**src/hw/cpu_ctrl_pkg.sv**
```systemverilog
package cpu_ctrl_pkg;

    typedef enum logic [3:0] {
        S_FETCH,
        S_DECODE,
        S_READ_A,
        S_READ_B,
        S_EXECUTE,
        S_MEM_ADDR,
        S_MEM_READ,
        S_WRITEBACK,
        S_HALT
    } cpu_state_t;

    typedef enum logic [1:0] {
        WB_C,
        WB_IMM8,
        WB_MEM
    } wb_sel_t;

    typedef enum logic [1:0] {
        REG_RN,
        REG_RD,
        REG_RM
    } reg_sel_t;

endpackage

```
**src/hw/cpu_isa_pkg.sv**
```systemverilog
package cpu_isa_pkg;

    typedef logic [15:0] word_t;
    typedef logic [7:0]  mem_addr_t;
    typedef logic [2:0]  reg_addr_t;
    typedef logic [2:0]  opcode_t;
    typedef logic [1:0]  op_t;

    typedef enum logic [1:0] {
        SH_NONE = 2'b00,
        SH_LSL  = 2'b01,
        SH_LSR  = 2'b10,
        SH_ASR  = 2'b11
    } shift_op_t;

    // 2'b01 was subtract, not implemented
    typedef enum logic [1:0] {
        ALU_ADD   = 2'b00,
        ALU_AND   = 2'b10,
        ALU_NOT_B = 2'b11
    } alu_op_t;

    typedef enum logic [2:0] {
        KIND_MOV_IMM,
        KIND_MOV_REG,
        KIND_ADD,
        KIND_AND,
        KIND_MVN,
        KIND_LDR,
        KIND_HALT
    } instr_kind_t;

    localparam opcode_t OPC_ALU  = 3'b101;
    localparam opcode_t OPC_MOV  = 3'b110;
    localparam opcode_t OPC_LDR  = 3'b011;
    localparam opcode_t OPC_HALT = 3'b111;

    localparam op_t OP_MOV_IMM = 2'b10;
    localparam op_t OP_MOV_REG = 2'b00;
    localparam op_t OP_ADD     = 2'b00;
    localparam op_t OP_AND     = 2'b10;
    localparam op_t OP_MVN     = 2'b11;
    localparam op_t OP_LDR     = 2'b00;

    localparam int OPCODE_LSB = 13;
    localparam int OP_LSB     = 11;
    localparam int RN_LSB     = 8;
    localparam int RD_LSB     = 5;
    localparam int SHIFT_LSB  = 3;
    localparam int RM_LSB     = 0;
    localparam int IMM5_W     = 5;
    localparam int IMM8_W     = 8;

    localparam int MEM_WORDS = 256;

endpackage

```
**src/hw/instr_decoder.sv**
```systemverilog
module instr_decoder (
    input  cpu_isa_pkg::word_t        ir,
    input  cpu_ctrl_pkg::reg_sel_t    reg_sel,
    output cpu_isa_pkg::instr_kind_t  kind,
    output cpu_isa_pkg::alu_op_t      alu_op,
    output cpu_isa_pkg::shift_op_t    shift_op,
    output cpu_isa_pkg::reg_addr_t    r_addr,
    output cpu_isa_pkg::reg_addr_t    w_addr,
    output cpu_isa_pkg::word_t        sximm5,
    output cpu_isa_pkg::word_t        sximm8
);
    import cpu_isa_pkg::*;
    import cpu_ctrl_pkg::*;

    opcode_t   opcode;
    op_t       op;
    reg_addr_t rn;
    reg_addr_t rd;
    reg_addr_t rm;
    reg_addr_t reg_field;

    assign opcode = ir[OPCODE_LSB +: $bits(opcode_t)];
    assign op     = ir[OP_LSB +: $bits(op_t)];
    assign rn     = ir[RN_LSB +: $bits(reg_addr_t)];
    assign rd     = ir[RD_LSB +: $bits(reg_addr_t)];
    assign rm     = ir[RM_LSB +: $bits(reg_addr_t)];

    always_comb begin
        kind = KIND_HALT; // anything unknown stops the core
        case (opcode)
            OPC_MOV: begin
                if (op == OP_MOV_IMM) kind = KIND_MOV_IMM;
                else if (op == OP_MOV_REG) kind = KIND_MOV_REG;
            end
            OPC_ALU: begin
                case (op)
                    OP_ADD:  kind = KIND_ADD;
                    OP_AND:  kind = KIND_AND;
                    OP_MVN:  kind = KIND_MVN;
                    default: kind = KIND_HALT;
                endcase
            end
            OPC_LDR:  kind = (op == OP_LDR) ? KIND_LDR : KIND_HALT;
            OPC_HALT: kind = KIND_HALT;
            default:  kind = KIND_HALT;
        endcase
    end

    always_comb begin
        case (kind)
            KIND_AND: alu_op = ALU_AND;
            KIND_MVN: alu_op = ALU_NOT_B;
            default:  alu_op = ALU_ADD; // mov reg and ldr add to zero/imm
        endcase
    end

    assign shift_op = shift_op_t'(ir[SHIFT_LSB +: $bits(shift_op_t)]);

    always_comb begin
        case (reg_sel)
            REG_RN:  reg_field = rn;
            REG_RM:  reg_field = rm;
            default: reg_field = rd;
        endcase
    end

    assign r_addr = reg_field;
    assign w_addr = reg_field;

    assign sximm5 = {{($bits(word_t) - IMM5_W){ir[IMM5_W-1]}}, ir[IMM5_W-1:0]};
    assign sximm8 = {{($bits(word_t) - IMM8_W){ir[IMM8_W-1]}}, ir[IMM8_W-1:0]};

endmodule

```
**config.mk**
```make
export PLATFORM = sky130hd
export DESIGN_NAME = instr_decoder
export DESIGN_NICKNAME = d
export VERILOG_FILES = /design/src/hw/cpu_ctrl_pkg.sv /design/src/hw/cpu_isa_pkg.sv /design/src/hw/instr_decoder.sv
export SDC_FILE = /design/constraint.sdc
export NUM_CORES = 1
export LEC_CHECK = 0
export ABC_AREA = 0
export BUFFER_PORTS_ARGS = -buffer_cell sky130_fd_sc_hd__clkbuf_2
export CORE_MARGIN = 1
export CORE_UTILIZATION = 28
export DETAILED_ROUTE_END_ITERATION = 10
export PLACE_DENSITY = 0.85
export SLEW_MARGIN = 40
export SYNTH_ARGS = -nofsm -noshare
export SYNTH_HDL_FRONTEND = slang
export SYNTH_SLANG_ARGS = --single-unit
```
**constraint.sdc**
```tcl
create_clock -name vclk -period 0.8
set_input_delay 0.12 -clock vclk [all_inputs]
set_output_delay 0.12 -clock vclk [all_outputs]
set_load 0.01 [all_outputs]
```
==> metrics.md <==
| Metric | Value |
|---|---|
| Wirelength, routed | `just over 700 um` |
| Post-Synthesis Cells | `59` |
| Synthesized area | `420 sq um` |
| CP Cell Sequence | `buf_6, or3b_1, o21ai_1, a31oi_2, buf_2` |
| Final period util | `128%` |
| Global-route usage over all layers | `between 6 and 7%` |
| Violated checks | `negative setup slack` |
| Iteration-0 DRC Markers | `5` |
| Vias in the first global route | `a little over 200` |
| Core area | `around 1400 sq um` |
| Antenna violations before repair | `0` |
| CP max FO | `3` |
| Layout Cell Area excl Fill | `459 sq um` |
| Port buffer count | `44` |
| P_leak | `0.285 nW` |
| Nets@finish | `90` |
| Crit path launch type | `input pin` |
| WL/cell | `8.52 um` |
| Initial core utilization | `between 30% and 40%` |
| Critical-path top delay cell | `or3b_1` |
| ANT cells | `0` |
| Post-synth top area cell | `buf_4` |
| Final Util | `34.0%` |
| Mapped Avg Cell Area | `7.13 sq um` |
| Fmax | `975 MHz` |
| Drt drc | `0` |
| Post-synthesis cell type count | `12` |
| Synth Warn # | `0` |
| Int Pwr | `0.137 mW` |
| Post-CTS setup buffers | `0` |
| Most frequent cells in the layout | `clkbuf_2 (36), o21ai_1 (4), buf_6 (4)` |
| Area of the multi-input gates | `138 sq um` |
| VDD IR-drop max | `roughly 0.00016 V` |
| # IOs | `63` |
| Final RePlAce weighted congestion | `0.567` |
| CP Class | `input pin to primary output` |
| WP data required | `0.68 ns` |
| Slew @ Worst Pin | `0.139 ns` |
| Sw Pwr | `0.129 mW` |
| Hold slack | `between 0.2 and 0.25 ns` |
| Sequential-to-total area share from yosys stat | `0%` |
| Syn nets | `a little under 80` |
| RSZ-0062 raised after global routing | `true` |
| Share of cells above drive strength 1 | `~73%` |
| Worst Path Arrival | `~0.91 ns` |
| Setup-failing EPs final | `4` |
| Status | `finished, violations left` |
| Fin cells | `85` |
| Setup TNS | `-0.437 ns` |
| Placed cell count | `85` |
| Final ANT Viol Nets | `0` |
| Num rows | `13` |
| Pin count of the biggest net entering global routing | `15` |
| DP Area | `418 sq um` |
| Pre-antenna DRT Iters | `2` |
| Total power | `0.266 mW` |
| Maximum Capacitance Violations | `0` |
| Setup slack at placement | `-0.231 ns` |
| Layout area overhead | `9.23%` |
| Die ar. | `1660 sq um` |
| Reg power frac | `0%` |
| PwrDens | `580 nW/um^2` |
| GR Overflow Total | `0` |
| Switch share | `48.6%` |
| Clock buffer cells | `0` |
| Register area | `0 sq um` |
| Hold Crit Class | `input pin to primary output` |
| Most common cell after layout, fill and taps aside | `clkbuf_2` |
| Hold Fails Final Rpt | `0` |
| Max stage delay on crit path | `0.35 ns` |
| Worst Setup End Kind | `primary output` |
| FILL cells | `approximately 140` |
| Seq cells | `0` |
| Comb pwr share | `100.0%` |
| Clock Power Share | `0%` |
| Final Worst Setup Slack | `-0.225 ns` |
| Via Count | `342` |
| Area contributors post-synth | `buf_4 (66%), mux2i_1 (7.1%), o21ai_0 (4.8%)` |
| First-pass GRT wire length | `786 um` |
| Synth top area share | `66.1%` |
| Max Transition Viols Final | `0` |
| Tmin final | `1.03 ns` |
| Worst slew margin | `around nine tenths` |
| Die Span Y | `between 40 and 50 um` |
| Vias per cell | `4.02` |
| Die width | `40.8 um` |
==> what timing repair did <==
item / CTS / global route
hold buffers: 0 / 0
pin swaps: 5 / 3
endpoints found under the setup margin: 8 / 11
gates resized for setup: 3 / 9
endpoints found under the hold margin: 0 / 0
==> worst paths after layout <==
path,from,endpoint,slack [ns],cells past startpoint
worst min-delay path,ir[3],sximm5[3],0.24,0
worst max-delay path,ir[15],kind[1],-0.23,5
==> cell families after synthesis <==
logic type,count (synthesis),share of synthesized area [%]
and+or+nand+nor,8,12.2
AOI/OAI and AO/OA,6,7.74
xor gates and xnor gates,2,4.17
muxes,3,7.14
buffers and inverters,40,68.8
==> Yosys cell counts <==
master and n:
inv_1 3, and4b_4 1, buf_4 37, nand3_1 1, a31oi_1 2, and2_4 1
o21ai_0 4, nor2_1 1, nand2_1 3, xor2_1 2, or3b_1 1, mux2i_1 3
==> power groups by stage <==
stage,registers [mW],clock network [mW],logic [mW]
after floorplan,0,0,0.261
after global placement,0,0,0.245
after detailed placement,0,0,0.252
after CTS,0,0,0.262
after global routing,0,0,0.299
final,0,0,0.266
==> worst max-delay path, delay by kind of cell <==
| kind | cells | cell delay, ns |
|---|---|---|
| compound gates | 2 | 0.20 |
| buf+inv | 2 | 0.23 |
| simple gates | 1 | 0.35 |
==> metal layers <==
| layer | global-route usage [%] | routed length [um] | share of wire [%] | up-vias |
|---|---|---|---|---|
| met2 | 13.1 | 447 | 62 | 17 |
| met1 | 7.69 | 217 | 30 | 149 |
| met5 | 0 | 0 | 0 | - |
| met3 | 0.543 | 59 | 8.1 | 0 |
| met4 | 0 | 0 | 0 | 0 |
| li1 | - | - | - | 176 |
==> layout make-up <==
cell class,instances,share of cell area (%)
inverters,3,2.45
multi-input cells,19,30.0
well taps,15,4.09
repair buffers,48,63.5
(Power assumes the default switching activity.)
