<file path="src/hw/cpu_isa_pkg.sv">
package cpu_isa_pkg;

    typedef logic [15:0] word_t;
    typedef logic [7:0]  mem_addr_t;
    typedef logic [2:0]  reg_addr_t;
    typedef logic [2:0]  opcode_t;
    typedef logic [1:0]  op_t;

    typedef enum logic [1:0] {
        SH_NONE = 2'b00,
        SH_LSL  = 2'b01,
        SH_LSR  = 2'b10,
        SH_ASR  = 2'b11
    } shift_op_t;

    // 2'b01 was subtract, not implemented
    typedef enum logic [1:0] {
        ALU_ADD   = 2'b00,
        ALU_AND   = 2'b10,
        ALU_NOT_B = 2'b11
    } alu_op_t;

    typedef enum logic [2:0] {
        KIND_MOV_IMM,
        KIND_MOV_REG,
        KIND_ADD,
        KIND_AND,
        KIND_MVN,
        KIND_LDR,
        KIND_HALT
    } instr_kind_t;

    localparam opcode_t OPC_ALU  = 3'b101;
    localparam opcode_t OPC_MOV  = 3'b110;
    localparam opcode_t OPC_LDR  = 3'b011;
    localparam opcode_t OPC_HALT = 3'b111;

    localparam op_t OP_MOV_IMM = 2'b10;
    localparam op_t OP_MOV_REG = 2'b00;
    localparam op_t OP_ADD     = 2'b00;
    localparam op_t OP_AND     = 2'b10;
    localparam op_t OP_MVN     = 2'b11;
    localparam op_t OP_LDR     = 2'b00;

    localparam int OPCODE_LSB = 13;
    localparam int OP_LSB     = 11;
    localparam int RN_LSB     = 8;
    localparam int RD_LSB     = 5;
    localparam int SHIFT_LSB  = 3;
    localparam int RM_LSB     = 0;
    localparam int IMM5_W     = 5;
    localparam int IMM8_W     = 8;

    localparam int MEM_WORDS = 256;

endpackage

</file>
<file path="src/hw/cpu_ctrl_ifs.sv">


interface fetch_ctrl_if;
    logic load_ir;
    logic load_pc;
    logic load_addr;
    logic sel_addr; // 1 selects pc

    modport ctrl  (output load_ir, load_pc, load_addr, sel_addr);
    modport fetch (input  load_ir, load_pc, load_addr, sel_addr);
endinterface

</file>
<file path="src/hw/fetch_unit.sv">
module fetch_unit (
    input  logic                   clk,
    input  logic                   rst_n,
    input  cpu_isa_pkg::mem_addr_t start_pc,
    input  cpu_isa_pkg::word_t     rdata,
    input  cpu_isa_pkg::word_t     c_value,
    fetch_ctrl_if.fetch            ctl,
    output cpu_isa_pkg::word_t     ir,
    output cpu_isa_pkg::mem_addr_t ram_addr
);
    import cpu_isa_pkg::*;

    mem_addr_t pc;
    mem_addr_t data_addr;
    word_t     ir_q;

    always_ff @(posedge clk) begin
        if (rst_n) begin
            pc <= start_pc;
        end else if (ctl.load_pc) begin
            pc <= pc + 1'b1;
        end
    end

    always_ff @(posedge clk) begin
        if (ctl.load_ir) begin
            ir_q <= rdata;
        end
    end

    always_ff @(posedge clk) begin
        if (ctl.load_addr) begin
            data_addr <= c_value[$bits(mem_addr_t)-1:0]; // low byte of C
        end
    end

    // in decode the fetched word is seen before the IR holds it
    assign ir       = ctl.load_ir ? rdata : ir_q;
    assign ram_addr = ctl.sel_addr ? pc : data_addr;

endmodule

</file>
<file path="src/flat_wrapper.sv">
// flat-port wrapper written by rule: the top's interface ports become plain ports
module fetch_unit_flat import cpu_isa_pkg::*;
  (clk, rst_n, start_pc, rdata, c_value, ir, ram_addr, ctl_load_ir, ctl_load_pc, ctl_load_addr, ctl_sel_addr);
  fetch_ctrl_if ctl_i ();
  input  logic clk;
  input  logic rst_n;
  input  cpu_isa_pkg::mem_addr_t start_pc;
  input  cpu_isa_pkg::word_t rdata;
  input  cpu_isa_pkg::word_t c_value;
  output cpu_isa_pkg::word_t ir;
  output cpu_isa_pkg::mem_addr_t ram_addr;
  input wire logic [$bits(ctl_i.load_ir)-1:0] ctl_load_ir;
  input wire logic [$bits(ctl_i.load_pc)-1:0] ctl_load_pc;
  input wire logic [$bits(ctl_i.load_addr)-1:0] ctl_load_addr;
  input wire logic [$bits(ctl_i.sel_addr)-1:0] ctl_sel_addr;
  assign ctl_i.load_ir = ctl_load_ir;
  assign ctl_i.load_pc = ctl_load_pc;
  assign ctl_i.load_addr = ctl_load_addr;
  assign ctl_i.sel_addr = ctl_sel_addr;
  fetch_unit u_core (.clk(clk), .rst_n(rst_n), .start_pc(start_pc), .rdata(rdata), .c_value(c_value), .ctl(ctl_i), .ir(ir), .ram_addr(ram_addr));
endmodule
</file>
<file path="config.mk">
export PLATFORM = sky130hd
export DESIGN_NAME = fetch_unit_flat
export DESIGN_NICKNAME = d
export VERILOG_FILES = /design/src/hw/cpu_isa_pkg.sv /design/src/hw/cpu_ctrl_ifs.sv /design/src/hw/fetch_unit.sv /design/src/flat_wrapper.sv
export SDC_FILE = /design/constraint.sdc
export NUM_CORES = 1
export LEC_CHECK = 0
export ABC_AREA = 1
export ABC_CLOCK_PERIOD_IN_PS = 1290
export BUFFER_PORTS_ARGS = -buffer_cell sky130_fd_sc_hd__buf_2
export CAP_MARGIN = 10
export CORE_MARGIN = 1.5
export CORE_UTILIZATION = 44
export DETAILED_ROUTE_END_ITERATION = 8
export PLACE_DENSITY = 0.78
export SLEW_MARGIN = 10
export SYNTH_ARGS = -nofsm -noshare
export SYNTH_HDL_FRONTEND = slang
export SYNTH_SLANG_ARGS = --single-unit
</file>
<file path="constraint.sdc">
create_clock -name clk -period 1.29 [get_ports clk]
set_input_delay 0.258 -clock clk [delete_from_list [all_inputs] [get_ports clk]]
set_output_delay 0.258 -clock clk [all_outputs]
set_load 0.02 [all_outputs]
</file>
==> out/qor.txt <==
Critical path type: flop to output pin
Synth Register Bits: 32
Synth top area share: 35.1%
Clock tree buffer depth: 2
PnR worst setup slack: -0.158 ns
Run status: finished with violations
Synth area leader: edfxtp_1
Worst Path Required: 1.03 ns
Cts bufs inserted: 5
Fin nets: 248
H-tree levels: 2
Area of the die: 3450 sq um
Hpwl dp: 2.17 mm
Sequential fraction of the synthesis area: 58.6%
Starting Density: 45.5%
DRC viols: 0
Final period util: 112%
Area growth syn-to-layout: 54.8%
Crit-path cells: mux2_4 > buf_6
Final Wtd Congestion: 0.817
Vias in the first global route: 1189
Pin count of the biggest net entering global routing: 17
Total I/O pin count: 70
Slowest stage delay, CP: 0.46 ns
Maximum vdd drop: 0.000909 V
Global route total overflow: 0
Critical Path End Type: output pin
Clk_lat worst skew: 0.32 ns
First-pass GRT wire length: 5.02 mm
Share of post-route cells with drive strength above 1: 63.4%
RSZ-0062 raised after global routing: yes
# fillers: 211
Buf+Inv Stages, Crit Path: 1
Power Dens Cells: 1180 nW/um^2
Row cnt: 20
Final setup vio count: 17
CTS tree: yes
Signal arrival time at the worst endpoint: 1.19 ns
CTS Root Cell: clkbuf_4
Via count: 1156
Failing checks: negative setup slack
Slew Viols, Final: 0
Fin util: 70.5%
Hold Path Class: input pin to flop
Worst-path maximum fanout: 3
ANT cells: 0
Mapped Area: 1370 sq um
Sequential Area: 806 sq um
Wirelength, routed: 3.41 mm
Fmax: 0.691 GHz
Post-Syn Area per Cell: 11.4 sq um
Footprint of the multi-input gates: 599 sq um
Synthesis Warnings: 0
Tightest Pin Transition: 0.205 ns
Core Area: 3000 sq um
Syn nets: 167
Port bufs: 61
Total power: 0.00250 W
DRT Pass-1 Iters: 4
Synth top area cells: edfxtp_1 (35%), dfxtp_1 (23%), mux2_4 (11%), nand2_1 (7.4%), mux2_2 (6.6%)
Netlist cell types: 16
Hold Fails Final Rpt: 0
Min Tclk post-route: 1.45 ns
Worst slew margin: 86.3%
DR iter-0 viols: 26
Cells after Synth: 120
Antenna-violating nets left: 0
Number of max-cap violations: 0
Chip height: 58.8 um
Slowest-stage cell, CP: edfxtp_1
Clk sinks: 32
All-Layer GR Usage: 20.0%
Kind of cell adding the most delay to the critical path: flip-flops
Crit start category: flop
Via density: 4.92
Die Wd: 58.8 um
Antenna violations before repair: 0
Clk pin slew, worst setup/hold paths: 0.10 ns
Drt wl/cell: 14.5 um
Lkg Pwr: 0.995 nW
Skew final: 0.0157 ns
cell families after synthesis:
kind of cell             count (synthesis)  share of synthesized area (%)
flip-flops                              32                           58.6
AND/OR/NAND/NOR                         46                           13.6
multiplexers                            18                           17.6
adder cells (fa/ha/maj)                  1                          0.915
buffers and inverters                   11                           4.94
AO/OA/AOI/OAI                           12                           4.39
area by class of cell:
cell class	count	share of cell area [%]
Inverter	7	1.36
Clock inverter	1	0.236
Clock buffer	7	2.13
Tap cell	33	1.95
Sequential cell	32	38.1
Multi-Input combinational cell	77	28.3
Timing Repair Buffer	78	28.0
sequential cells by signal, indices dropped and copies added, names as in the netlist:
register and cells:
u_core.ir_q 16, u_core.pc 8, u_core.data_addr 8
layer usage:
layer | part of all wire [%] | wire length (um) | global-route usage [%] | vias up
met5 | 0 | 0 | 0 | -
met4 | 1.7 | 59 | 9.74 | 0
met3 | 8.4 | 285 | 8.13 | 6
met2 | 52 | 1780 | 36.0 | 51
met1 | 38 | 1290 | 19.6 | 529
li1 | - | - | - | 570
cells in the mapped netlist:
| master | instances |
|---|---|
| nand2_1 | 27 |
| dfxtp_1 | 16 |
| edfxtp_1 | 16 |
| mux2_4 | 10 |
| nor2_1 | 10 |
| mux2_2 | 8 |
| inv_1 | 7 |
| nand3_1 | 7 |
| a21oi_1 | 6 |
| o21ai_0 | 6 |
| buf_2 | 2 |
| buf_12 | 1 |
| buf_6 | 1 |
| ha_1 | 1 |
| nor2_2 | 1 |
| or2_2 | 1 |
timing repair:
action | in CTS | in global routing
resized for setup | 58 | 28
setup endpoints to repair | 24 | 29
buffers inserted | 8 | 6
hold buffers | 0 | 0
hold endpoints to repair | 0 | 0
pin swaps | 4 | 9
worst paths after layout:
check | startpoint | endpoint | slack (ns) | cells after the start
setup / recovery | u_core.pc[2] | ram_addr[2] | -0.16 | 2
hold reg to reg | u_core.ir_q[7] | u_core.ir_q[7] | 0.49 | 1
hold / removal | c_value[7] | u_core.data_addr[7] | 0.10 | 1
setup reg to reg | u_core.pc[0] | u_core.pc[4] | -0.04 | 7
power by group:
group	internal [W]	switching [W]	total, W
registers	0.00118	0.0000477	0.00123
clock network	0.000212	0.000309	0.000521
logic	0.000392	0.000353	0.000745
total	0.00179	0.000710	0.00250
cell usage in the layout, fill, tap and decap left out, drive strengths merged:
cell type,instances
nor2,11
nand3,7
clkbuf,7
ha,1
o21ai,6
a21oi,6
buf,78
inv,7
mux2,18
or2,1
edfxtp,16
nand2,27
dfxtp,16
clkinv,1
per-stage QoR:
| step | setup WS [ns] | instance area, sq um | instances | hold slack (ns) | setup TNS [ns] |
|---|---|---|---|---|---|
| floorplan | 0.117 | 1370 | 120 | 0.357 | 0 |
| CTS | -0.149 | 2000 | 230 | 0.0909 | -0.709 |
| global route | -0.173 | 2120 | 235 | 0.0960 | -1.55 |
| finish | -0.158 | 2120 | 235 | 0.102 | -0.655 |
| global placement | 0.0104 | 1720 | 214 | 0.437 | 0 |
| detailed placement | -0.0210 | 1720 | 214 | 0.437 | -0.0938 |
Note: power is estimated with default switching activity, not from simulation.
