$ cat config.mk
export PLATFORM = sky130hd
export DESIGN_NAME = datapath_flat
export DESIGN_NICKNAME = d
export VERILOG_FILES = /design/src/hw/cpu_ctrl_pkg.sv /design/src/hw/cpu_isa_pkg.sv /design/src/hw/cpu_ctrl_ifs.sv /design/src/hw/datapath.sv /design/src/flat_wrapper.sv
export SDC_FILE = /design/constraint.sdc
export NUM_CORES = 1
export LEC_CHECK = 0
export ABC_AREA = 1
export CAP_MARGIN = 25
export CORE_ASPECT_RATIO = 1.2
export CORE_UTILIZATION = 57
export DETAILED_ROUTE_END_ITERATION = 8
export DONT_BUFFER_PORTS = 1
export GPL_ROUTABILITY_DRIVEN = 0
export GPL_TIMING_DRIVEN = 0
export PLACE_DENSITY = 0.76
export SYNTH_ARGS = -nofsm -noshare
export SYNTH_HDL_FRONTEND = slang
export SYNTH_SLANG_ARGS = --single-unit
$ cat constraint.sdc
create_clock -name clk -period 6.6 [get_ports clk]
set_input_delay 0 -clock clk [delete_from_list [all_inputs] [get_ports clk]]
set_output_delay 0 -clock clk [all_outputs]
set_load 0.01 [all_outputs]
$ cat src/hw/cpu_ctrl_pkg.sv
package cpu_ctrl_pkg;

    typedef enum logic [3:0] {
        S_FETCH,
        S_DECODE,
        S_READ_A,
        S_READ_B,
        S_EXECUTE,
        S_MEM_ADDR,
        S_MEM_READ,
        S_WRITEBACK,
        S_HALT
    } cpu_state_t;

    typedef enum logic [1:0] {
        WB_C,
        WB_IMM8,
        WB_MEM
    } wb_sel_t;

    typedef enum logic [1:0] {
        REG_RN,
        REG_RD,
        REG_RM
    } reg_sel_t;

endpackage

$ cat src/hw/cpu_isa_pkg.sv
package cpu_isa_pkg;

    typedef logic [15:0] word_t;
    typedef logic [7:0]  mem_addr_t;
    typedef logic [2:0]  reg_addr_t;
    typedef logic [2:0]  opcode_t;
    typedef logic [1:0]  op_t;

    typedef enum logic [1:0] {
        SH_NONE = 2'b00,
        SH_LSL  = 2'b01,
        SH_LSR  = 2'b10,
        SH_ASR  = 2'b11
    } shift_op_t;

    // 2'b01 was subtract, not implemented
    typedef enum logic [1:0] {
        ALU_ADD   = 2'b00,
        ALU_AND   = 2'b10,
        ALU_NOT_B = 2'b11
    } alu_op_t;

    typedef enum logic [2:0] {
        KIND_MOV_IMM,
        KIND_MOV_REG,
        KIND_ADD,
        KIND_AND,
        KIND_MVN,
        KIND_LDR,
        KIND_HALT
    } instr_kind_t;

    localparam opcode_t OPC_ALU  = 3'b101;
    localparam opcode_t OPC_MOV  = 3'b110;
    localparam opcode_t OPC_LDR  = 3'b011;
    localparam opcode_t OPC_HALT = 3'b111;

    localparam op_t OP_MOV_IMM = 2'b10;
    localparam op_t OP_MOV_REG = 2'b00;
    localparam op_t OP_ADD     = 2'b00;
    localparam op_t OP_AND     = 2'b10;
    localparam op_t OP_MVN     = 2'b11;
    localparam op_t OP_LDR     = 2'b00;

    localparam int OPCODE_LSB = 13;
    localparam int OP_LSB     = 11;
    localparam int RN_LSB     = 8;
    localparam int RD_LSB     = 5;
    localparam int SHIFT_LSB  = 3;
    localparam int RM_LSB     = 0;
    localparam int IMM5_W     = 5;
    localparam int IMM8_W     = 8;

    localparam int MEM_WORDS = 256;

endpackage

$ cat src/hw/cpu_ctrl_ifs.sv
interface datapath_ctrl_if;
    import cpu_ctrl_pkg::*;

    logic    en_a;
    logic    en_b;
    logic    en_c;
    logic    sel_a; // 1 selects zero
    logic    sel_b; // 1 selects sximm5
    wb_sel_t wb_sel;
    logic    w_en;

    modport ctrl (output en_a, en_b, en_c, sel_a, sel_b, wb_sel, w_en);
    modport dp   (input  en_a, en_b, en_c, sel_a, sel_b, wb_sel, w_en);
endinterface


$ cat src/hw/datapath.sv
module datapath (
    input  logic                   clk,
    input  cpu_isa_pkg::word_t     mdata,
    input  cpu_isa_pkg::reg_addr_t r_addr,
    input  cpu_isa_pkg::reg_addr_t w_addr,
    input  cpu_isa_pkg::alu_op_t   alu_op,
    input  cpu_isa_pkg::shift_op_t shift_op,
    input  cpu_isa_pkg::word_t     sximm5,
    input  cpu_isa_pkg::word_t     sximm8,
    datapath_ctrl_if.dp            ctl,
    output cpu_isa_pkg::word_t     c_value
);
    import cpu_isa_pkg::*;
    import cpu_ctrl_pkg::*;

    word_t regs [2**$bits(reg_addr_t)];
    word_t r_data;
    word_t w_data;
    word_t a_q;
    word_t b_q;
    word_t c_q;
    word_t shifted;
    word_t val_a;
    word_t val_b;
    word_t alu_out;

    always_ff @(posedge clk) begin
        if (ctl.w_en) begin
            regs[w_addr] <= w_data;
        end
    end

    assign r_data = regs[r_addr];

    always_ff @(posedge clk) begin
        if (ctl.en_a) begin
            a_q <= r_data;
        end
        if (ctl.en_b) begin
            b_q <= r_data;
        end
        if (ctl.en_c) begin
            c_q <= alu_out;
        end
    end

    always_comb begin
        case (shift_op)
            SH_LSL:  shifted = b_q << 1;
            SH_LSR:  shifted = b_q >> 1;
            SH_ASR:  shifted = {b_q[$bits(word_t)-1], b_q[$bits(word_t)-1:1]};
            default: shifted = b_q;
        endcase
    end

    assign val_a = ctl.sel_a ? '0 : a_q;
    assign val_b = ctl.sel_b ? sximm5 : shifted;

    always_comb begin
        case (alu_op)
            ALU_AND:   alu_out = val_a & val_b;
            ALU_NOT_B: alu_out = ~val_b;
            default:   alu_out = val_a + val_b; // wraps
        endcase
    end

    always_comb begin
        case (ctl.wb_sel)
            WB_IMM8: w_data = sximm8;
            WB_MEM:  w_data = mdata;
            default: w_data = c_q;
        endcase
    end

    assign c_value = c_q;

endmodule

$ cat src/flat_wrapper.sv
// flat-port wrapper written by rule: the top's interface ports become plain ports
module datapath_flat import cpu_isa_pkg::*; import cpu_ctrl_pkg::*;
  (clk, mdata, r_addr, w_addr, alu_op, shift_op, sximm5, sximm8, c_value, ctl_en_a, ctl_en_b, ctl_en_c, ctl_sel_a, ctl_sel_b, ctl_wb_sel, ctl_w_en);
  datapath_ctrl_if ctl_i ();
  input  logic clk;
  input  cpu_isa_pkg::word_t mdata;
  input  cpu_isa_pkg::reg_addr_t r_addr;
  input  cpu_isa_pkg::reg_addr_t w_addr;
  input  cpu_isa_pkg::alu_op_t alu_op;
  input  cpu_isa_pkg::shift_op_t shift_op;
  input  cpu_isa_pkg::word_t sximm5;
  input  cpu_isa_pkg::word_t sximm8;
  output cpu_isa_pkg::word_t c_value;
  input wire logic [$bits(ctl_i.en_a)-1:0] ctl_en_a;
  input wire logic [$bits(ctl_i.en_b)-1:0] ctl_en_b;
  input wire logic [$bits(ctl_i.en_c)-1:0] ctl_en_c;
  input wire logic [$bits(ctl_i.sel_a)-1:0] ctl_sel_a;
  input wire logic [$bits(ctl_i.sel_b)-1:0] ctl_sel_b;
  input wire logic [$bits(ctl_i.wb_sel)-1:0] ctl_wb_sel;
  input wire logic [$bits(ctl_i.w_en)-1:0] ctl_w_en;
  assign ctl_i.en_a = ctl_en_a;
  assign ctl_i.en_b = ctl_en_b;
  assign ctl_i.en_c = ctl_en_c;
  assign ctl_i.sel_a = ctl_sel_a;
  assign ctl_i.sel_b = ctl_sel_b;
  assign ctl_i.wb_sel = ctl_wb_sel;
  assign ctl_i.w_en = ctl_w_en;
  datapath u_core (.clk(clk), .mdata(mdata), .r_addr(r_addr), .w_addr(w_addr), .alu_op(alu_op), .shift_op(shift_op), .sximm5(sximm5), .sximm8(sximm8), .ctl(ctl_i), .c_value(c_value));
endmodule
==> metrics <==
status complete, no violations; R2R depth 11; largest net degree at the start of global routing 18; initial antenna violation count 1; CP startpoint u_core.b_q[1]; first-pass GRT wire length 31800 µm; total grt overflow 0; met3 usage 5.89%; # setup viols final 0; initial drt markers 523; most used flip-flop cell after synthesis edfxtp_1; root buf cell clkbuf_16; Clock Pin Slew Worst Setup and Hold Paths approximately 70 ps; type of the worst setup path reg2reg; CP required 6780 ps; IO Count 83; most frequent CP cell nand2_1; pwr dens 274 mW/mm²; Synth area leader edfxtp_1; Routed Antenna Nets 0; CTS tree built; WL per Instance 18.4 µm; worst-margin pin slew 971 ps; P_leak roughly 3.8 nW; Total GRT Usage 27.8%; die area 0.0157 mm²; Min-Delay Path Depth 5; Slew Viols, Final 0; die height approximately 140 µm; CP Cell Sequence a22oi_1, o21ai_0, ha_1, fa_1, nand2_1, nand2_1, nand3_1, nand2_1, o21ai_0, nand3_1, dlygate4sd3_1; R2R Path Start u_core.b_q[1]; number of global-route vias before repair 6312; Synth top area share between 60% and 70%; worst vdd ir 0.000192 V; Clock Path Buffers 2; Synth Area in XOR/XNOR 0.101%; slowest stage delay, CP 550 ps; Synth top cells by count nand2_1 (193), edfxtp_1 (176), nor2_1 (153), inv_1 (78), a21oi_1 (52); Netlist cell types 37; sequential area share after synthesis 61.1%; Setup crit end kind flip-flop; DRT Pass-1 Iters 5; Starting Density 59.3%; GRT Max-Usage Layer met2; Max-slew headroom 35.2%; R2R Setup Slk 3620 ps; row count 48; vias per inst 5.72; count of placed standard cells including taps 1076; Async SR Flop Fraction 0%; Fin Setup TNS 0 ps; Fin Clk Skew 11.9 ps; Mapped Cells 873; Critical Path AT 3170 ps; Crit Path Max Fanout 4; post-synthesis mux area share 0%; met1 GRT Util 30.4%; total stage count of the critical path 11; cts bufs inserted 17; syn nets 961; worst hold path type in2reg; simple-gate area share of the yosys netlist a little under a fifth; number of synthesized flops with an enable pin 176; Synth Warn # 0; CP bufs+invs 1; critical path's slowest cell dlygate4sd3_1; RSZ-0062 raised after global routing no; layout cells sized above 1 8.24%; Area contributors post-synth edfxtp_1 (61%), nand2_1 (8.4%), nor2_1 (6.6%); Final min period 2980 ps; Setup Buffers After CTS 0; Area growth syn-to-layout 13.0%; Detailed Route WL 20900 µm; dpl cell area 0.00894 mm²; Yosys reg bits 176; post-synthesis compound-gate area fraction 11.4%; Via Count 6496; Worst Setup EP u_core.c_value[6]; Die Wd roughly 110 µm; Cell Count, Final, Fillers Out 1135; achievable frequency 335 MHz; Final Hold Viols 0; DRC violations left 0; port buffer count 0; Final period util 45.2%; most numerous cell in the Yosys netlist nand2_1; Top Family by Delay on Critical Path adder cells; Mapped Area 0.00866 mm²; max_cap viols 0; adder-cell share of the synthesized area 3.12%; core area 0.0146 mm²; nets 1009; fin area 0.00978 mm²; CTS sink count 176; detailed placement HPWL approximately 15000 µm; Worst-Skew Late Latency 440 ps; largest family of logic cells by synthesized area simple AND/OR/NAND/NOR gates; H-tree lvl count 4; startpoint class of the critical path flip-flop; syn avg cell area 9.92 µm²; met2 Track Usage GR 49.6%; Reg2Reg Capture Point u_core.c_value[6]
==> worst min-delay path by stage <==
stage               slack, ps  startpoint                 end
floorplan                 110    ctl_en_a       u_core.a_q[0]
global placement          110    ctl_en_c   u_core.c_value[2]
detailed placement        110    ctl_en_a      u_core.a_q[10]
CTS                       0.6   sximm8[0]   u_core.regs[3][0]
global route               30   sximm8[0]   u_core.regs[2][0]
finish                      9  sximm5[11]  u_core.c_value[11]
==> flip-flops by register name (all words and copies together), names as in the netlist <==
register / flops
u_core.regs: 128
u_core.c_value: 16
u_core.a_q: 16
u_core.b_q: 16
==> power by group <==
part           internal [mW]  switching, mW
logic                  0.114          0.246
clock network          0.531          0.442
registers               1.32         0.0300
==> through the flow <==
stage	setup slack [ps]	total power [mW]	hold slack, ps	util [%]
finish	3620	2.68	9.08	67.0
global route	3450	2.77	25.9	67.0
CTS	3650	2.68	0.555	67.0
detailed placement	4120	1.70	114	61.3
global placement	4110	1.69	114	61.0
floorplan	4450	1.60	112	-
==> metal layers <==
metal  wire length, µm  share of wire [%]
met4               731                3.5
met3              1440                6.9
met5                 0                  0
met1              7860                 38
met2             10800                 52
==> kinds of logic after synthesis <==
logic type      Yosys count
simple gates            395
compound gates          159
flops                   176
fa+ha+maj                21
xor+xnor                  1
buf+inv                 121
==> worst register-to-register path: cells and delay by family (launching register included) <==
family / cells / cell delay, ps
fa+ha+maj: 2 / 750
buf+inv: 1 / 550
compound gates: 3 / 520
simple gates: 5 / 500
flops: 1 / 410
==> cell type report <==
class                      count  area [µm²]
antenna                        1        2.50
buffer                        39         210
clock buffer                  17         425
clock inverter                15         148
fill                        1157        4820
inverter                      82         313
multi-input combinational    576        2860
sequential                   176        5290
tap                          200         250
timing repair buffer          29         283
==> placed cells by master (no fill, tap or decap), types with 2 or more instances in the layout <==
master | synthesis | routed
inv_6 | 0 | 5
nor2_4 | 2 | 2
edfxtp_1 | 176 | 176
clkbuf_16 | 0 | 17
nand3_1 | 31 | 31
o221ai_1 | 3 | 3
o21ai_0 | 40 | 40
o22ai_1 | 3 | 3
nor2_1 | 153 | 148
nand2_1 | 193 | 193
nand2_2 | 4 | 4
clkbuf_1 | 15 | 15
nor3_1 | 3 | 3
nand3b_1 | 3 | 3
inv_1 | 78 | 78
a21oi_1 | 52 | 52
inv_8 | 0 | 3
o211ai_1 | 7 | 7
o21ai_2 | 2 | 2
a22oi_1 | 6 | 6
buf_4 | 9 | 12
clkinvlp_4 | 0 | 3
dlygate4sd3_1 | 0 | 26
inv_4 | 2 | 2
o32ai_1 | 32 | 32
nor2_2 | 2 | 7
buf_1 | 4 | 4
ha_1 | 20 | 20
inv_2 | 2 | 2
buf_2 | 9 | 9
o21ai_1 | 11 | 11
==> what timing repair did <==
item / CTS / global route
endpoints found under the hold margin: 116 / 0
hold buffers: 26 / 0
gates resized for setup: 0 / 0
Note: power is estimated with default switching activity, not from simulation.
