==> src/hw/cpu_ctrl_pkg.sv <==
package cpu_ctrl_pkg;

    typedef enum logic [3:0] {
        S_FETCH,
        S_DECODE,
        S_READ_A,
        S_READ_B,
        S_EXECUTE,
        S_MEM_ADDR,
        S_MEM_READ,
        S_WRITEBACK,
        S_HALT
    } cpu_state_t;

    typedef enum logic [1:0] {
        WB_C,
        WB_IMM8,
        WB_MEM
    } wb_sel_t;

    typedef enum logic [1:0] {
        REG_RN,
        REG_RD,
        REG_RM
    } reg_sel_t;

endpackage

==> src/hw/cpu_isa_pkg.sv <==
package cpu_isa_pkg;

    typedef logic [15:0] word_t;
    typedef logic [7:0]  mem_addr_t;
    typedef logic [2:0]  reg_addr_t;
    typedef logic [2:0]  opcode_t;
    typedef logic [1:0]  op_t;

    typedef enum logic [1:0] {
        SH_NONE = 2'b00,
        SH_LSL  = 2'b01,
        SH_LSR  = 2'b10,
        SH_ASR  = 2'b11
    } shift_op_t;

    // 2'b01 was subtract, not implemented
    typedef enum logic [1:0] {
        ALU_ADD   = 2'b00,
        ALU_AND   = 2'b10,
        ALU_NOT_B = 2'b11
    } alu_op_t;

    typedef enum logic [2:0] {
        KIND_MOV_IMM,
        KIND_MOV_REG,
        KIND_ADD,
        KIND_AND,
        KIND_MVN,
        KIND_LDR,
        KIND_HALT
    } instr_kind_t;

    localparam opcode_t OPC_ALU  = 3'b101;
    localparam opcode_t OPC_MOV  = 3'b110;
    localparam opcode_t OPC_LDR  = 3'b011;
    localparam opcode_t OPC_HALT = 3'b111;

    localparam op_t OP_MOV_IMM = 2'b10;
    localparam op_t OP_MOV_REG = 2'b00;
    localparam op_t OP_ADD     = 2'b00;
    localparam op_t OP_AND     = 2'b10;
    localparam op_t OP_MVN     = 2'b11;
    localparam op_t OP_LDR     = 2'b00;

    localparam int OPCODE_LSB = 13;
    localparam int OP_LSB     = 11;
    localparam int RN_LSB     = 8;
    localparam int RD_LSB     = 5;
    localparam int SHIFT_LSB  = 3;
    localparam int RM_LSB     = 0;
    localparam int IMM5_W     = 5;
    localparam int IMM8_W     = 8;

    localparam int MEM_WORDS = 256;

endpackage

==> src/hw/cpu_ctrl_ifs.sv <==
interface datapath_ctrl_if;
    import cpu_ctrl_pkg::*;

    logic    en_a;
    logic    en_b;
    logic    en_c;
    logic    sel_a; // 1 selects zero
    logic    sel_b; // 1 selects sximm5
    wb_sel_t wb_sel;
    logic    w_en;

    modport ctrl (output en_a, en_b, en_c, sel_a, sel_b, wb_sel, w_en);
    modport dp   (input  en_a, en_b, en_c, sel_a, sel_b, wb_sel, w_en);
endinterface

interface fetch_ctrl_if;
    logic load_ir;
    logic load_pc;
    logic load_addr;
    logic sel_addr; // 1 selects pc

    modport ctrl  (output load_ir, load_pc, load_addr, sel_addr);
    modport fetch (input  load_ir, load_pc, load_addr, sel_addr);
endinterface

==> src/hw/cpu_controller.sv <==
module cpu_controller (
    input  logic                     clk,
    input  logic                     rst_n,
    input  cpu_isa_pkg::instr_kind_t kind,
    output cpu_ctrl_pkg::reg_sel_t   reg_sel,
    output logic                     halted,
    fetch_ctrl_if.ctrl               fetch_ctl,
    datapath_ctrl_if.ctrl            dp_ctl
);
    import cpu_isa_pkg::*;
    import cpu_ctrl_pkg::*;

    cpu_state_t state;
    cpu_state_t next_state;

    always_ff @(posedge clk) begin
        if (rst_n) begin
            state <= S_FETCH;
        end else begin
            state <= next_state;
        end
    end

    always_comb begin
        next_state = state;
        case (state)
            S_FETCH:  next_state = S_DECODE;
            S_DECODE: begin
                case (kind)
                    KIND_MOV_IMM:             next_state = S_WRITEBACK;
                    KIND_MOV_REG, KIND_MVN:   next_state = S_READ_B;
                    KIND_ADD, KIND_AND:       next_state = S_READ_A;
                    KIND_LDR:                 next_state = S_READ_A;
                    default:                  next_state = S_HALT;
                endcase
            end
            S_READ_A:    next_state = (kind == KIND_LDR) ? S_EXECUTE : S_READ_B;
            S_READ_B:    next_state = S_EXECUTE;
            S_EXECUTE:   next_state = (kind == KIND_LDR) ? S_MEM_ADDR : S_WRITEBACK;
            S_MEM_ADDR:  next_state = S_MEM_READ;
            S_MEM_READ:  next_state = S_WRITEBACK;
            S_WRITEBACK: next_state = S_FETCH;
            S_HALT:      next_state = S_HALT; // only reset leaves
            default:     next_state = S_FETCH;
        endcase
    end

    // enables follow the state
    assign fetch_ctl.load_ir   = (state == S_DECODE);
    assign fetch_ctl.load_pc   = (state == S_DECODE);
    assign fetch_ctl.load_addr = (state == S_MEM_ADDR);
    assign fetch_ctl.sel_addr  = (state != S_MEM_READ);

    assign dp_ctl.en_a = (state == S_READ_A);
    assign dp_ctl.en_b = (state == S_READ_B);
    assign dp_ctl.en_c = (state == S_EXECUTE);
    assign dp_ctl.w_en = (state == S_WRITEBACK);

    // operand muxes only matter in execute
    assign dp_ctl.sel_a = (kind == KIND_MOV_REG);
    assign dp_ctl.sel_b = (kind == KIND_LDR);

    always_comb begin
        case (kind)
            KIND_MOV_IMM: dp_ctl.wb_sel = WB_IMM8;
            KIND_LDR:     dp_ctl.wb_sel = WB_MEM;
            default:      dp_ctl.wb_sel = WB_C;
        endcase
    end

    always_comb begin
        case (state)
            S_READ_A:    reg_sel = REG_RN;
            S_READ_B:    reg_sel = REG_RM;
            S_WRITEBACK: reg_sel = (kind == KIND_MOV_IMM) ? REG_RN : REG_RD;
            default:     reg_sel = REG_RD;
        endcase
    end

    assign halted = (state == S_HALT);

endmodule

==> src/flat_wrapper.sv <==
// flat-port wrapper written by rule: the top's interface ports become plain ports
module cpu_controller_flat import cpu_isa_pkg::*; import cpu_ctrl_pkg::*;
  (clk, rst_n, kind, reg_sel, halted, fetch_ctl_load_ir, fetch_ctl_load_pc, fetch_ctl_load_addr, fetch_ctl_sel_addr, dp_ctl_en_a, dp_ctl_en_b, dp_ctl_en_c, dp_ctl_sel_a, dp_ctl_sel_b, dp_ctl_wb_sel, dp_ctl_w_en);
  fetch_ctrl_if fetch_ctl_i ();
  datapath_ctrl_if dp_ctl_i ();
  input  logic clk;
  input  logic rst_n;
  input  cpu_isa_pkg::instr_kind_t kind;
  output cpu_ctrl_pkg::reg_sel_t reg_sel;
  output logic halted;
  output wire logic [$bits(fetch_ctl_i.load_ir)-1:0] fetch_ctl_load_ir;
  output wire logic [$bits(fetch_ctl_i.load_pc)-1:0] fetch_ctl_load_pc;
  output wire logic [$bits(fetch_ctl_i.load_addr)-1:0] fetch_ctl_load_addr;
  output wire logic [$bits(fetch_ctl_i.sel_addr)-1:0] fetch_ctl_sel_addr;
  output wire logic [$bits(dp_ctl_i.en_a)-1:0] dp_ctl_en_a;
  output wire logic [$bits(dp_ctl_i.en_b)-1:0] dp_ctl_en_b;
  output wire logic [$bits(dp_ctl_i.en_c)-1:0] dp_ctl_en_c;
  output wire logic [$bits(dp_ctl_i.sel_a)-1:0] dp_ctl_sel_a;
  output wire logic [$bits(dp_ctl_i.sel_b)-1:0] dp_ctl_sel_b;
  output wire logic [$bits(dp_ctl_i.wb_sel)-1:0] dp_ctl_wb_sel;
  output wire logic [$bits(dp_ctl_i.w_en)-1:0] dp_ctl_w_en;
  assign fetch_ctl_load_ir = fetch_ctl_i.load_ir;
  assign fetch_ctl_load_pc = fetch_ctl_i.load_pc;
  assign fetch_ctl_load_addr = fetch_ctl_i.load_addr;
  assign fetch_ctl_sel_addr = fetch_ctl_i.sel_addr;
  assign dp_ctl_en_a = dp_ctl_i.en_a;
  assign dp_ctl_en_b = dp_ctl_i.en_b;
  assign dp_ctl_en_c = dp_ctl_i.en_c;
  assign dp_ctl_sel_a = dp_ctl_i.sel_a;
  assign dp_ctl_sel_b = dp_ctl_i.sel_b;
  assign dp_ctl_wb_sel = dp_ctl_i.wb_sel;
  assign dp_ctl_w_en = dp_ctl_i.w_en;
  cpu_controller u_core (.clk(clk), .rst_n(rst_n), .kind(kind), .reg_sel(reg_sel), .halted(halted), .fetch_ctl(fetch_ctl_i), .dp_ctl(dp_ctl_i));
endmodule
==> config.mk <==
export PLATFORM = sky130hd
export DESIGN_NAME = cpu_controller_flat
export DESIGN_NICKNAME = d
export VERILOG_FILES = /design/src/hw/cpu_ctrl_pkg.sv /design/src/hw/cpu_isa_pkg.sv /design/src/hw/cpu_ctrl_ifs.sv /design/src/hw/cpu_controller.sv /design/src/flat_wrapper.sv
export SDC_FILE = /design/constraint.sdc
export NUM_CORES = 1
export LEC_CHECK = 0
export BUFFER_PORTS_ARGS = -buffer_cell sky130_fd_sc_hd__buf_2
export CAP_MARGIN = 10
export CORE_AREA = 2 2 39 41
export CTS_CLUSTER_SIZE = 20
export DETAILED_ROUTE_END_ITERATION = 10
export DIE_AREA = 0 0 41 43
export PLACE_DENSITY = 0.66
export SLEW_MARGIN = 15
export SYNTH_ARGS = -nofsm -noshare
export SYNTH_HDL_FRONTEND = slang
export SYNTH_SLANG_ARGS = --single-unit
==> constraint.sdc <==
create_clock -name clk -period 3.33 [get_ports clk]
set_clock_uncertainty 0.15 [all_clocks]
set_input_delay 0.4995 -clock clk [delete_from_list [all_inputs] [get_ports clk]]
set_output_delay 0.4995 -clock clk [all_outputs]
set_load 0.1 [all_outputs]
==> metrics.cfg, run 1 <==
[synth]
synth_seq_cells = 4
synth_cell_types = 31
synthCells = 55
synth_edf_count = 0
synth_area_sq_um = 422
synth_area_leaders = dfxtp_1 19%, nor4b_4 5.6%, buf_4 5.3%, nand2_1 5.3%, nor3_1 4.7%
syn_area_per_cell_sq_um = 7.67
synth_ff_type = dfxtp_1
syn-num-nets = 60
yosys-top-cells-count = 6 x nand2_1, 5 x nor2_1, 4 x dfxtp_1, 4 x nor3_1
synth_top_area_cell = dfxtp_1
yosysMostFrequentCell = nand2_1
ys_seq_area_share_pct = 19.0
yosysWarnings = 0
netlist.area_leader.share_pct = 19.0
synthArstFlopShare_pct = 0

[detailed_routing]
routedWlPerCell_um = 11.6
wl_met1_um = 477
drt_iter0_markers = 8
drt.antenna.violating_nets = 0
route.met3.wl_um = 56
drc_errors = 0
drtPass1Iterations = 4
wl_met2_um = 490
vias = 444
wirelength_mm = 1.02
top_layer_used = met3
via_per_inst = 5.05

[clock_network]
cts.repair.resized = 0
clock_latency_ns = 0.24
post-cts-setup-buffers = 0
clk_pin_slew_ns = 0.04
numCtsBuffers = 3
ctsHoldBuffers = 0
root_buffer = clkbuf_4
cts_tree = done
clk_path_buf_depth = 2
htree_levels = 1
clkSinkCount = 4

[floorplan]
die-area_sq_um = 1760
boundaryPins = 20
die_w_um = 41
core-area_sq_um = 1380
row_count = 14
die-height_um = 43
initial_core_util_pct = 30.5

[cells_and_area]
syn_to_final_growth_pct = 27.3
register_area_sq_um = 80.1
fillers = 155
largest_reg_flops = 4
multi_input_area_sq_um = 308
top_register = u_core.state
fin_nets = 79
diodes = 0
final_area_sq_um = 537
biggestRegsByFlops = u_core.state: 4 flops
drive_gt1_share_pct = 43.1

[flow_run]
drv_cap = 0

[grt]
antenna_found_initial = 0
grt_remaining_overflow = 0
grt_pass1_wl_mm = 1.60
track_usage_pct = 13.2
grt_max_degree = 16
grt_pass1_vias = 355

[timing]
hold_viol_final = 0
slew_headroom_pct = 64.9
fmax_mhz = 405
fin_crit_ns = 2.47
rsz0062_at_grt = false
drv_slew = 0
worst_pin_slew_ns = 0.525
post-route-period-util_pct = 74.1
setup_viol = 0

[placed_design]
place_congestion = 0.733
io_buffers = 19
placed_cell_area_sq_um = 514
dp_hpwl_um = 730

[critical_path]
crit_fanout = 15
cpPeakStageDelay_ns = 0.64
path_cells = nor2b_1, and3_1, buf_2
end_kind = primary output
worst_ep_arrival_time_ns = 1.82
start_kind = register
cp_data_required_time_ns = 2.68
crit_type = register to primary output
crit_slowest_cell = dfxtp_1

[hold_path]
hold_path.class = input pin to register

[status]
status = finished, final reports clean

## layout make-up
| class | instances | area share [%] |
|---|---|---|
| Tap cell | 16 | 3.73 |
| Timing Repair Buffer | 19 | 17.7 |
| Inverter | 3 | 2.10 |
| Sequential cell | 4 | 14.9 |
| Multi-Input combinational cell | 43 | 57.3 |
| Clock buffer | 3 | 4.20 |
## cells in the final DEF, fill, tap and decap left out, types with 2 or more instances in the layout
cell / instances
buf_2: 19
nand2_1: 6
nor2_1: 5
dfxtp_1: 4
nand2b_1: 3
nor3_1: 3
a21oi_1: 3
clkbuf_4: 3
nor2b_1: 2
nor3_2: 2
inv_1: 2
## metrics by stage
| stage | worst slack, ns | setup TNS (ns) | hold WS (ns) | util, % | std cells |
|---|---|---|---|---|---|
| floorplan | -0.0142 | -0.0285 | 0.486 | - | 55 |
| global placement | 1.11 | 0 | 0.634 | 37.2 | 85 |
| detailed placement | 1.11 | 0 | 0.651 | 37.2 | 85 |
| CTS | 0.849 | 0 | 0.443 | 38.8 | 88 |
| global route | 0.705 | 0 | 0.493 | 38.8 | 88 |
| finish | 0.862 | 0 | 0.452 | 38.8 | 88 |
## routing by layer
layer	track usage, %	vias to the layer above
met5	0	-
met4	8.00	0
met3	3.14	0
met2	18.1	13
met1	17.7	200
li1	-	231
## kinds of logic after synthesis
kind of cell	share of synthesized area, %
simple gates	40.7
compound gates	27.9
buf+inv	10.4
flops	19.0
xor+xnor	2.08
## worst max-delay path: cells and delay by family, from the launching register on
family        cells  cell delay, ns
simple gates      2            0.52
buf+inv           1            0.42
flops             1            0.64
## worst paths after layout
kind / from / endpoint / slack, ns / cells after the start
max reg2reg: u_core.state[0] / u_core.state[1] / 1.71 / 3
max: u_core.state[2] / fetch_ctl_load_addr / 0.86 / 3
min: kind[0] / u_core.state[0] / 0.45 / 4
min reg2reg: u_core.state[1] / u_core.state[0] / 0.66 / 3
Power of run 1 is not shown: default switching activity piles up to over one toggle a cycle in this logic, so the estimate is an artifact.
==> inputs of run 2 (changes only) <==
- PLACE_DENSITY: 0.66 -> 0.68
- clock period: 3.33 -> 2.1 ns (I/O delays scaled with it)
==> run 2 against run 1 <==
- sequential cell count is the same
- core utilization grew 17 points
- wire length grew 13%
- critical path type unchanged
- largest cell class unchanged
- highest routed layer is now met4
==> metrics.cfg, run 2 (same netlist as run 1, synthesis figures left out) <==
[cells_and_area]
final_area_sq_um = 766  ; +43%
fin_nets = 83  ; +5.1%
largest_reg_flops = 4  ; unchanged
top_register = u_core.state
biggestRegsByFlops = u_core.state: 4 flops
syn_to_final_growth_pct = 81.6
multi_input_area_sq_um = 368  ; +20%
diodes = 0  ; unchanged
drive_gt1_share_pct = 56.6  ; +14 points
register_area_sq_um = 83.8  ; +4.7%
fillers = 129  ; -17%
layoutNonFillerInstCount = 92  ; +4.5%
layout_common_cells = 10 x buf_2, 9 x buf_12, 6 x nand2_1
layout_commonest_cell = buf_2

[timing]
setup_viol = 0  ; unchanged
rsz0062_at_grt = false
fmax_mhz = 520
worst_pin_slew_ns = 0.489  ; -0.0366 ns
hold_viol_final = 0  ; unchanged
drv_slew = 0  ; unchanged
slew_headroom_pct = 67.7  ; +2.7 points
fin_crit_ns = 1.92
post-route-period-util_pct = 91.5

[clock_network]
clkSinkCount = 4  ; unchanged
ctsHoldBuffers = 0  ; unchanged
root_buffer = clkbuf_4
post-cts-setup-buffers = 0  ; unchanged
cts_tree = done
clock_latency_ns = 0.24  ; about the same
clk_pin_slew_ns = 0.04  ; about the same
htree_levels = 1  ; unchanged
numCtsBuffers = 3  ; unchanged
clk_path_buf_depth = 2  ; unchanged

[hold_path]
hp-start = kind[0]
hold_path.class = input pin to register
min_path_cells = 4  ; unchanged
holdPathEnd = u_core.state[0]

[critical_path]
rr_worst_depth = 4  ; +1
crit_type = register to primary output
r2r-end = u_core.state[1]
r2r-start = u_core.state[0]
crit_fanout = 12  ; -3
end_kind = primary output
rrSetupSlack_ns = 0.62  ; -1.09 ns
worst_ep_arrival_time_ns = 1.46  ; -0.36 ns
cp_data_required_time_ns = 1.63  ; -1.05 ns
start_kind = register

[detailed_routing]
drt_iter0_markers = 4  ; -4
drt.antenna.violating_nets = 0  ; unchanged
via_per_inst = 5.46  ; +8.1%
drtPass1Iterations = 4  ; unchanged
wirelength_mm = 1.15  ; +13%
vias = 502  ; +13%
drc_errors = 0  ; unchanged
routedWlPerCell_um = 12.5  ; +7.6%

[placed_design]
post-place-cells = 89  ; +4.7%
dp_hpwl_um = 916  ; +26%
io_buffers = 19  ; unchanged
placed_cell_area_sq_um = 741  ; +44%
place_congestion = 0.818  ; +12%

[status]
status = finished, final reports clean

[grt]
busiest_layer = met2
grt_use_met2_pct = 27.5  ; +9.4 points
grt_remaining_overflow = 0  ; unchanged
grt_max_degree = 15  ; -1
grt_pass1_wl_mm = 2.03  ; +27%
gr-usage-met3_pct = 3.14  ; unchanged
track_usage_pct = 16.8  ; +3.6 points
grt_pass1_vias = 478  ; +35%
antenna_found_initial = 0  ; unchanged
grt_util_met1_pct = 19.4  ; +1.7 points

[floorplan]
die-area_sq_um = 1760  ; unchanged
boundaryPins = 20  ; unchanged
initial_core_util_pct = 30.5  ; unchanged
core-area_sq_um = 1380  ; unchanged
row_count = 14  ; unchanged
die-height_um = 43  ; unchanged
die_w_um = 41  ; unchanged

[flow_run]
drv_cap = 0  ; unchanged

run 2: cell types whose count changed in the layout (fill, tap and decap cells not counted), sizes merged:
cell / before / now
buf: 19 / 23
run 2: critical path, cell delays in order, from the launching register on:
cell and delay (ns):
dfxtp_2 0.40, nor4b_4 0.33, buf_2 0.48
run 2: final cells by class:
type	count	area share [%]
Multi-Input combinational cell	43	48.0
Timing Repair Buffer	23	34.0
Clock buffer	3	2.94
Inverter	3	1.47
Sequential cell	4	10.9
Tap cell	16	2.61
run 2: layer usage:
metal,wire [um],vias to the layer above
li1,-,240
met1,426,239
met2,646,21
met3,67,2
met4,11,0
met5,0,-
run 2: metrics by stage:
| step | util (%) | TNS (ns) | setup slack [ns] | hold WS, ns |
|---|---|---|---|---|
| 5_1_grt | 55.3 | 0 | 0.100 | 0.302 |
| 3_3_place_gp | 53.5 | 0 | 0.349 | 0.528 |
| 3_5_place_dp | 53.5 | 0 | 0.253 | 0.534 |
| 2_1_floorplan | - | -0.956 | -0.413 | 0.322 |
| 6_report | 55.3 | 0 | 0.178 | 0.276 |
| 4_1_cts | 55.2 | 0 | 0.0278 | 0.280 |
run 2: how the worst max path moves through the flow:
stage / from / to / slack [ns] / cells after the start
after floorplan: u_core.state[3] / fetch_ctl_load_pc / -0.41 / 2
after global placement: u_core.state[1] / halted / 0.35 / 2
after detailed placement: u_core.state[1] / reg_sel[1] / 0.25 / 3
after CTS: u_core.state[0] / reg_sel[1] / 0.03 / 3
after global routing: u_core.state[1] / halted / 0.10 / 2
final: u_core.state[1] / halted / 0.18 / 2
run 2: repair_timing:
action / CTS / global route
setup endpoints to repair: 1 / 5
resized for setup: 1 / 1
hold endpoints to repair: 0 / 0
Power of run 2 is left out for the same reason.
